File: src/logic/float_pkg.sv
// ========================================
// Float format package
// Binary32 field layout, round bits and the format constants
// ========================================
`default_nettype none

package float_pkg;

    // Binary32 word split into its three fields
    typedef struct packed {
        logic        sign;
        logic [7:0]  exponent;
        logic [22:0] significand;
    } float_t;

    // Bits below the result LSB, kept for the rounding stage
    typedef struct packed {
        logic guard;
        logic round;
        logic sticky;
    } round_bits_t;

    // Exponent bias of binary32
    localparam int BIAS = 127;

    // Biased exponent shared by infinity and NaN
    localparam int EXP_MAX = 255;

    // Quiet NaN returned by every invalid operation
    localparam float_t CANONICAL_NAN = '{sign: 1'b0, exponent: 8'hff, significand: 23'h400000};

endpackage : float_pkg

`default_nettype wire
File: src/logic/fpmul_if.sv
// ========================================
// Lane interfaces
// Request into a multiply lane and its response to the collector
// ========================================
`timescale 1ns/10ps
`default_nettype none

// Classified operand pair, no back-pressure
interface lane_req_if;
    logic               valid;
    float_pkg::float_t  a;
    float_pkg::float_t  b;
    // Class bits, subnormals are already zeroed and marked as zero
    logic               a_is_nan;
    logic               a_is_inf;
    logic               a_is_zero;
    logic               b_is_nan;
    logic               b_is_inf;
    logic               b_is_zero;

    modport dispatch (output valid, a, b, a_is_nan, a_is_inf, a_is_zero,
                      b_is_nan, b_is_inf, b_is_zero);
    modport lane (input valid, a, b, a_is_nan, a_is_inf, a_is_zero,
                  b_is_nan, b_is_inf, b_is_zero);
endinterface : lane_req_if

// Truncated lane result with round bits and the lane exception terms
interface lane_rsp_if;
    logic                    valid;
    float_pkg::float_t       result;
    float_pkg::round_bits_t  rbits;
    logic                    invalid;
    logic                    overflow;
    logic                    underflow;

    modport lane (output valid, result, rbits, invalid, overflow, underflow);
    modport collect (input valid, result, rbits, invalid, overflow, underflow);
endinterface : lane_rsp_if

`default_nettype wire

File: src/logic/fpmul_lane.sv
// ========================================
// Multiply lane
// Pipelined binary32 multiply, truncated result with round bits and flags
// ========================================
`timescale 1ns/10ps
`default_nettype none

module fpmul_lane #(
    parameter int CORE_STAGES = 2
) (
    input  logic      clk_i,
    input  logic      rst_n_i,
    lane_req_if.lane  req_i,
    lane_rsp_if.lane  rsp_o
);

    // Term word is {sign, exponent[9:0], invalid, any_inf, any_zero}
    localparam int TW = 14;

    // ========================================
    // Stage 0
    // ========================================
    logic signed [9:0] exp_in;
    logic              invalid_in;
    logic [TW-1:0]     term_in;

    // Unbiased sum, signed so that underflow shows up as a value at or below zero
    assign exp_in = $signed({2'b00, req_i.a.exponent}) + $signed({2'b00, req_i.b.exponent})
                  - 10'(float_pkg::BIAS);

    // NaN times anything, or infinity times zero
    assign invalid_in = req_i.a_is_nan | req_i.b_is_nan
                      | (req_i.a_is_inf & req_i.b_is_zero)
                      | (req_i.b_is_inf & req_i.a_is_zero);

    assign term_in = {req_i.a.sign ^ req_i.b.sign, exp_in, invalid_in,
                      req_i.a_is_inf | req_i.b_is_inf, req_i.a_is_zero | req_i.b_is_zero};

    logic [23:0]   sig_a_q;
    logic [23:0]   sig_b_q;
    logic [TW-1:0] term_q;
    logic          vld_q;

    // Hidden bit comes from a nonzero exponent
    always_ff @(posedge clk_i) begin
        sig_a_q <= {|req_i.a.exponent, req_i.a.significand};
        sig_b_q <= {|req_i.b.exponent, req_i.b.significand};
        term_q  <= term_in;
    end

    // ========================================
    // Core and side pipeline
    // ========================================
    logic [47:0]                prod;
    logic [47:0]                prod_q;
    logic [CORE_STAGES:0][TW-1:0] term_pipe;
    logic [CORE_STAGES:0]       vld_pipe;

    sig_mult #(
        .CORE_STAGES (CORE_STAGES)
    ) u_core (
        .clk_i (clk_i),
        .a_i   (sig_a_q),
        .b_i   (sig_b_q),
        .p_o   (prod)
    );

    // Terms ride CORE_STAGES+1 registers so they meet the product register
    always_ff @(posedge clk_i) begin
        prod_q       <= prod;
        term_pipe[0] <= term_q;
        for (int i = 1; i <= CORE_STAGES; i++) begin
            term_pipe[i] <= term_pipe[i-1];
        end
    end

    always_ff @(posedge clk_i) begin
        if (!rst_n_i) begin
            vld_q    <= 1'b0;
            vld_pipe <= '0;
        end else begin
            vld_q       <= req_i.valid;
            vld_pipe[0] <= vld_q;
            for (int i = 1; i <= CORE_STAGES; i++) begin
                vld_pipe[i] <= vld_pipe[i-1];
            end
        end
    end

    // ========================================
    // Normalise and resolve
    // ========================================
    logic                   t_sign;
    logic signed [9:0]      t_exp;
    logic                   t_invalid;
    logic                   t_inf;
    logic                   t_zero;
    logic signed [9:0]      exp_n;
    logic [22:0]            frac_n;
    float_pkg::round_bits_t rb_n;

    assign {t_sign, t_exp, t_invalid, t_inf, t_zero} = term_pipe[CORE_STAGES];

    // A product at or above 2.0 shifts right by one and bumps the exponent
    always_comb begin
        if (prod_q[47]) begin
            exp_n  = t_exp + 10'sd1;
            frac_n = prod_q[46:24];
            rb_n   = '{guard: prod_q[23], round: prod_q[22], sticky: |prod_q[21:0]};
        end else begin
            exp_n  = t_exp;
            frac_n = prod_q[45:23];
            rb_n   = '{guard: prod_q[22], round: prod_q[21], sticky: |prod_q[20:0]};
        end
    end

    always_comb begin
        rsp_o.result    = '{sign: t_sign, exponent: exp_n[7:0], significand: frac_n};
        rsp_o.rbits     = '0;
        rsp_o.invalid   = 1'b0;
        rsp_o.overflow  = 1'b0;
        rsp_o.underflow = 1'b0;
        // Priority follows the special-case table, top row first
        if (t_invalid) begin
            rsp_o.result  = float_pkg::CANONICAL_NAN;
            rsp_o.invalid = 1'b1;
        end else if (t_inf) begin
            rsp_o.result = '{sign: t_sign, exponent: 8'hff, significand: 23'd0};
        end else if (t_zero) begin
            rsp_o.result = '{sign: t_sign, exponent: 8'd0, significand: 23'd0};
        end else if (exp_n >= float_pkg::EXP_MAX) begin
            rsp_o.result   = '{sign: t_sign, exponent: 8'hff, significand: 23'd0};
            rsp_o.overflow = 1'b1;
        end else if (exp_n <= 10'sd0) begin
            // No gradual underflow, tiny results collapse to signed zero
            rsp_o.result    = '{sign: t_sign, exponent: 8'd0, significand: 23'd0};
            rsp_o.underflow = 1'b1;
        end else begin
            rsp_o.rbits = rb_n;
        end
    end

    assign rsp_o.valid = vld_pipe[CORE_STAGES];

endmodule : fpmul_lane

`default_nettype wire

File: src/logic/sig_mult.sv
// ========================================
// Significand multiplier
// 24x24 product with a configurable register chain
// ========================================
`timescale 1ns/10ps
`default_nettype none

module sig_mult #(
    parameter int CORE_STAGES = 2
) (
    input  logic        clk_i,
    input  logic [23:0] a_i,
    input  logic [23:0] b_i,
    output logic [47:0] p_o
);

    if (CORE_STAGES == 0) begin : g_comb
        // Purely combinational core
        assign p_o = a_i * b_i;
    end else begin : g_piped
        logic [CORE_STAGES-1:0][47:0] prod_q;

        // The retiming tool is free to spread the product over these registers
        always_ff @(posedge clk_i) begin
            prod_q[0] <= a_i * b_i;
            for (int i = 1; i < CORE_STAGES; i++) begin
                prod_q[i] <= prod_q[i-1];
            end
        end

        assign p_o = prod_q[CORE_STAGES-1];
    end

endmodule : sig_mult

`default_nettype wire

File: src/flat_wrapper.sv
// flat-port wrapper written by rule: the top's interface ports become plain ports
module fpmul_lane_flat 
#(
    parameter int CORE_STAGES = 2
)
  (clk_i, rst_n_i, req_i_valid, req_i_a, req_i_b, req_i_a_is_nan, req_i_a_is_inf, req_i_a_is_zero, req_i_b_is_nan, req_i_b_is_inf, req_i_b_is_zero, rsp_o_valid, rsp_o_result, rsp_o_rbits, rsp_o_invalid, rsp_o_overflow, rsp_o_underflow);
  lane_req_if req_i_i ();
  lane_rsp_if rsp_o_i ();
  input  logic clk_i;
  input  logic rst_n_i;
  input wire logic [$bits(req_i_i.valid)-1:0] req_i_valid;
  input wire logic [$bits(req_i_i.a)-1:0] req_i_a;
  input wire logic [$bits(req_i_i.b)-1:0] req_i_b;
  input wire logic [$bits(req_i_i.a_is_nan)-1:0] req_i_a_is_nan;
  input wire logic [$bits(req_i_i.a_is_inf)-1:0] req_i_a_is_inf;
  input wire logic [$bits(req_i_i.a_is_zero)-1:0] req_i_a_is_zero;
  input wire logic [$bits(req_i_i.b_is_nan)-1:0] req_i_b_is_nan;
  input wire logic [$bits(req_i_i.b_is_inf)-1:0] req_i_b_is_inf;
  input wire logic [$bits(req_i_i.b_is_zero)-1:0] req_i_b_is_zero;
  output wire logic [$bits(rsp_o_i.valid)-1:0] rsp_o_valid;
  output wire logic [$bits(rsp_o_i.result)-1:0] rsp_o_result;
  output wire logic [$bits(rsp_o_i.rbits)-1:0] rsp_o_rbits;
  output wire logic [$bits(rsp_o_i.invalid)-1:0] rsp_o_invalid;
  output wire logic [$bits(rsp_o_i.overflow)-1:0] rsp_o_overflow;
  output wire logic [$bits(rsp_o_i.underflow)-1:0] rsp_o_underflow;
  assign req_i_i.valid = req_i_valid;
  assign req_i_i.a = req_i_a;
  assign req_i_i.b = req_i_b;
  assign req_i_i.a_is_nan = req_i_a_is_nan;
  assign req_i_i.a_is_inf = req_i_a_is_inf;
  assign req_i_i.a_is_zero = req_i_a_is_zero;
  assign req_i_i.b_is_nan = req_i_b_is_nan;
  assign req_i_i.b_is_inf = req_i_b_is_inf;
  assign req_i_i.b_is_zero = req_i_b_is_zero;
  assign rsp_o_valid = rsp_o_i.valid;
  assign rsp_o_result = rsp_o_i.result;
  assign rsp_o_rbits = rsp_o_i.rbits;
  assign rsp_o_invalid = rsp_o_i.invalid;
  assign rsp_o_overflow = rsp_o_i.overflow;
  assign rsp_o_underflow = rsp_o_i.underflow;
  fpmul_lane #(.CORE_STAGES(CORE_STAGES)) u_core (.clk_i(clk_i), .rst_n_i(rst_n_i), .req_i(req_i_i), .rsp_o(rsp_o_i));
endmodule
File: config.mk
export PLATFORM = sky130hd
export DESIGN_NAME = fpmul_lane_flat
export DESIGN_NICKNAME = d
export VERILOG_FILES = /design/src/logic/float_pkg.sv /design/src/logic/fpmul_if.sv /design/src/logic/fpmul_lane.sv /design/src/logic/sig_mult.sv /design/src/flat_wrapper.sv
export SDC_FILE = /design/constraint.sdc
export NUM_CORES = 2
export LEC_CHECK = 0
export ABC_CLOCK_PERIOD_IN_PS = 19500
export BUFFER_PORTS_ARGS = -buffer_cell sky130_fd_sc_hd__buf_2
export CORE_MARGIN = 1.5
export CORE_UTILIZATION = 51
export DETAILED_ROUTE_END_ITERATION = 16
export PLACE_DENSITY = 0.68
export SYNTH_ARGS = -nofsm -noshare
export SYNTH_HDL_FRONTEND = slang
export SYNTH_SLANG_ARGS = --single-unit
File: constraint.sdc
create_clock -name clk_i -period 19.5 [get_ports clk_i]
set_clock_uncertainty 0.15 [all_clocks]
set_input_delay 0 -clock clk_i [delete_from_list [all_inputs] [get_ports clk_i]]
set_output_delay 0 -clock clk_i [all_outputs]
set_load 0.01 [all_outputs]
# Yosys cells after proc, flatten, opt, wreduce, memory -nomap -nowiden
# Cells that the tools add are included.
# Widths: inputs -> output; s select.
[totals] register_bits=252 output_inout_bits=39 wordCells=52
[op_classes] addsub=3 multipliers=1 order_cmp=2 n_mux=23 bitwise=8 reduce_logical=4
[ops] op="$mux 31" count=4
[ops] op="$mul 24x24->48" count=1
[ops] op="$mux 32" count=1
[ops] op="$mux 23" count=1
[ops] op="$reduce_or 22->1" count=1
[ops] op="$reduce_or 21->1" count=1
[ops] op="$mux 3" count=6
[ops] op="$reduce_or 8->1" count=2
[ops] op="$add 10x2->10 const B" count=1
[ops] op="$ge 10x9->1 const B" count=1
[ops] op="$le 10x1->1 const B" count=1
[ops] op="$mux 1" count=10
[ops] op="$mux 10" count=1
[ops] op="$sub 10x8->10 const B" count=1
[ops] op="$add 8x8->9" count=1
[ops] op="$or 1x1->1" count=5
[ops] op="$and 1x1->1" count=2
[ops] op="$xor 1x1->1" count=1

# Longest topological paths before layout
[depth] depth_word=8 ltp_mapped=26 mapped_depth_nobuf=24

# Cells and area by module
# A second synthesis with hierarchy kept.
[unflattened] hier_cells=2695 area_unflattened_um2=26077.5
[by_module_without_submodules] module="sig_mult" n_inst=1 cells_each=2328 area_per_inst_um2=21297.9 seq_area_each_um2=1921.8
[by_module_without_submodules] module="fpmul_lane" n_inst=1 cells_each=367 area_per_inst_um2=4779.6 seq_area_each_um2=3123.0

# Least setup slack after synthesis
# No wires, ideal clock.
[synth_path] path_kind="register to register" start="register u_core.sig_a_q[10]" end="register u_core.u_core.g_piped.prod_q[40] (netlist name)" t_arrival_ns=6.388 required_ns=19.216 path_slack_ns=12.827 path_stages_with_launch=24 n_path_buf=1 period_less_slack_ns=6.673 path_cell_list="dfxtp_1 -> clkbuf_1 -> nand2_1 -> fa_1 -> fa_1 -> inv_1 -> fa_1 -> inv_1 -> fa_1 -> inv_1 -> fa_1 -> fa_1 -> inv_1 -> fa_1 -> inv_1 -> ha_1 -> a21o_1 -> o21bai_2 -> nor3_1 -> a22oi_1 -> a21oi_1 -> a31oi_4 -> mux2i_1 -> or4_1"
[synth_via] elab_chain_len=1
[synth_rtl] item="start: declaration" line_no="fpmul_lane.sv:39" text="logic [23:0] sig_a_q;"
[synth_rtl] item="start signal: assignment" line_no="fpmul_lane.sv:46" text="sig_a_q <= {|req_i.a.exponent, req_i.a.significand};"
[synth_rtl] item="$mul 24x24->48" line_no="sig_mult.sv:25" text="prod_q[0] <= a_i * b_i;"
[synth_rtl] item="end signal: indexed assignment" line_no="sig_mult.sv:27" text="prod_q[i] <= prod_q[i-1];"
[synth_rtl] item="end: declaration" line_no="sig_mult.sv:21" text="logic [CORE_STAGES-1:0][47:0] prod_q;"
# Every way passes these cells.
# A chain may end at the register's enable or synchronous reset.

# Worst setup path in the final report
[layout_path] start="register u_core.sig_a_q[21]" end="register u_core.u_core.g_piped.prod_q[40] (netlist name)"
# Same word-level chain as after synthesis.

==> results.tsv <==
metric	value	unit
synthFlopType	dfxtp_1	
relSlewSlack	21.6	%
drive_gt1_share	7.11	%
cts_buffer_depth	3	
top_usage_layer	met2	
syn_area	0.0256	sq mm
seq_area	0.00505	sq mm
postRouteWirelength	62.0	mm
r2r-end	u_core.u_core.g_piped.prod_q[40]$_DFF_P_	
tightest_slew	1.17	ns
n_antenna_cell	0	
grt_overflow_total	0	
drv_cap	0	
die_x	227	microns
syn_nets	3388	
postSynthCellCount	2648	
clk_pin_slew_worst_paths	0.06	ns
drc	0	
min_to	u_core.term_q[0]$_DFF_P_	
firstDrtPassIters	5	
setup_viol	0	
dieHeight	227	microns
synth_top_area_share	37.8	%
synth.top_cells.by_area	fa_1 (38%), dfxtp_1 (20%), ha_1 (9.0%)	
drtAntennaViolNets	0	
min_period_over_period	39.5	%
rsz0062_at_grt	false	
h-tree-depth	1	
cts_root_buf	clkbuf_16	
drt_iter0_drc	918	
hold_viol_final	0	
num_vias	18200	
dpl.hpwl	46.9	mm
grt.total_usage	25.4	%
crit_path_end_kind	register	
fillers	4195	
synthTopCellsByCount	inv_1 (565), fa_1 (483), nand2_1 (323), and2_1 (301), dfxtp_1 (252)	
worstPathArrival	8.00	ns
rows	81	
cts_inserted_buffers	28	
use_met2	45.7	%
finalSetupTns	0	ns
max_freq	130	MHz
cts_tree	yes	
r2r_slack	11.80	ns
synth_top_cell_by_area	fa_1	
cts_resized	0	
syn_avg_cell_area	9.66	sq um
status	completed	
routabilityCongestion	0.902	
clkSinkCount	252	
synth-seq-cells	252	
dieArea	0.0515	sq mm
antenna_found_initial	0	
grt_pass1_vias	20100	
ys_seq_area_share	19.7	%
grt_max_degree	38	
ys_types	70	
use_met3	2.23	%
crit_fanout	24	
io_buffers	111	
nNetsFinal	3560	
insertion_delay	0.59	ns
synth_edf_count	0	
slew_violations	0	
initial_core_util	51.9	%
grtUsageMet1	31.0	%
hold_depth	3	
synthArstFlopShare	0	%
startpoint_type	register	
core_area	0.0493	sq mm
viasPerCell	5.19	
critPathKind	reg -> reg	
grt_pass1_wl	102	mm
wl_per_cell	17.7	microns
multi_input_area	0.0179	sq mm
synth_most_common_cell	inv_1	
r2r-start	u_core.sig_a_q[21]$_DFF_P_	
hold_start	req_i_b_is_zero	
ios	112	
yosys_warnings	0	
rr_worst_depth	21	
cp_data_required_time	19.80	ns
min_period	7.70	ns
area_growth	13.6	%
hp-class	in -> reg	
-- flip-flops by register name, indices dropped and copies added (netlist names) --
| name | cells |
|---|---|
| u_core.prod_q | 48 |
| u_core.sig_a_q | 24 |
| u_core.sig_b_q | 24 |
| u_core.t_exp | 10 |
| u_core.t_inf | 1 |
| u_core.t_invalid | 1 |
| u_core.t_sign | 1 |
| u_core.t_zero | 1 |
| u_core.term_pipe | 28 |
| u_core.term_q | 14 |
| u_core.u_core.g_piped.prod_q | 48 |
| u_core.u_core.p_o | 48 |
| u_core.vld_pipe | 3 |
| u_core.vld_q | 1 |
-- cell families (layout without fill, tap and decap cells) --
kind of cell	count (synthesis)	in the layout	share of synthesized area [%]
DFF	252	252	19.7
AOI/OAI and AO/OA	181	181	4.82
xor gates and xnor gates	65	65	2.23
buffers and inverters	686	880	10.2
muxes	26	26	1.02
and+or+nand+nor	771	771	15.3
adders and majority gates	667	667	46.8
-- critical path: stages, from the launching register on --
cell and delay, ns:
dfxtp_1 1.06, nand2_1 0.22, fa_1 0.59, inv_1 0.05, fa_1 0.47, inv_1 0.06, fa_1 0.52, inv_1 0.05
fa_1 0.48, fa_1 0.46, fa_1 0.57, inv_1 0.07, fa_1 0.47, inv_1 0.05, ha_1 0.36, a21oi_1 0.45
o21ai_0 0.20, nor2b_1 0.17, a21oi_1 0.33, a31oi_4 0.15, mux2i_1 0.13, or4_1 0.50
-- final cells by class --
type	instances	area share [%]
multi-input cells	1710	61.7
flip-flops and latches	252	17.4
clock buffers	31	2.48
well taps	664	2.86
clock inverters	21	1.20
repair buffers	263	7.05
inverters	565	7.30
-- how the worst max path moves through the flow --
| stage | slack, ns | from | endpoint |
|---|---|---|---|
| floorplan | 12.83 | u_core.sig_a_q[10]$_DFF_P_ | u_core.u_core.g_piped.prod_q[40]$_DFF_P_ |
| global route | 11.48 | u_core.sig_a_q[13]$_DFF_P_ | u_core.u_core.g_piped.prod_q[43]$_DFF_P_ |
| finish | 11.80 | u_core.sig_a_q[21]$_DFF_P_ | u_core.u_core.g_piped.prod_q[40]$_DFF_P_ |
| detailed placement | 11.89 | u_core.sig_b_q[3]$_DFF_P_ | u_core.u_core.g_piped.prod_q[45]$_DFF_P_ |
| CTS | 11.87 | u_core.sig_a_q[16]$_DFF_P_ | u_core.u_core.g_piped.prod_q[45]$_DFF_P_ |
| global placement | 11.91 | u_core.sig_a_q[16]$_DFF_P_ | u_core.u_core.g_piped.prod_q[45]$_DFF_P_ |
-- placed cells by master, fill, tap and decap left out, types with 8 or more instances in the layout --
master         instances
inv_1                565
fa_1                 483
nand2_1              323
and2_1               301
dfxtp_1              251
ha_1                 184
dlygate4sd3_1        140
buf_2                111
a21oi_1               57
nor2_1                53
xnor2_1               40
o21ai_0               34
clkbuf_16             28
mux2i_1               26
xor2_1                25
a21o_1                20
nand3_1               17
nand4_1               15
nor3_1                12
buf_4                 12
a31oi_1                8
nor4_1                 8
-- metal layers --
layer / share of wire, % / vias up
met5: 0 / -
met2: 52 / 490
met3: 4.1 / 167
li1: - / 8212
met4: 4.8 / 0
met1: 39 / 9342
-- timing repair --
item / CTS / global route
buffers inserted: 0 / 0
hold endpoints to repair: 66 / 0
hold buffers: 140 / 0
-- per-stage QoR --
stage | instance area (sq um) | hold WS (ns) | cells | worst slack (ns) | util, %
final | 29100 | 0.0420 | 3506 | 11.80 | 59.0
after global routing | 29100 | 0.0465 | 3506 | 11.48 | 59.0
after CTS | 29100 | 0.0147 | 3506 | 11.87 | 59.0
after detailed placement | 26600 | -0.0464 | 3314 | 11.89 | 54.0
after global placement | 26600 | -0.0473 | 3314 | 11.91 | 54.0
after floorplan | 25600 | -0.122 | 2648 | 12.83 | -
Power is not shown: default switching activity piles up to over one toggle a cycle in this logic, so the estimate is an artifact.
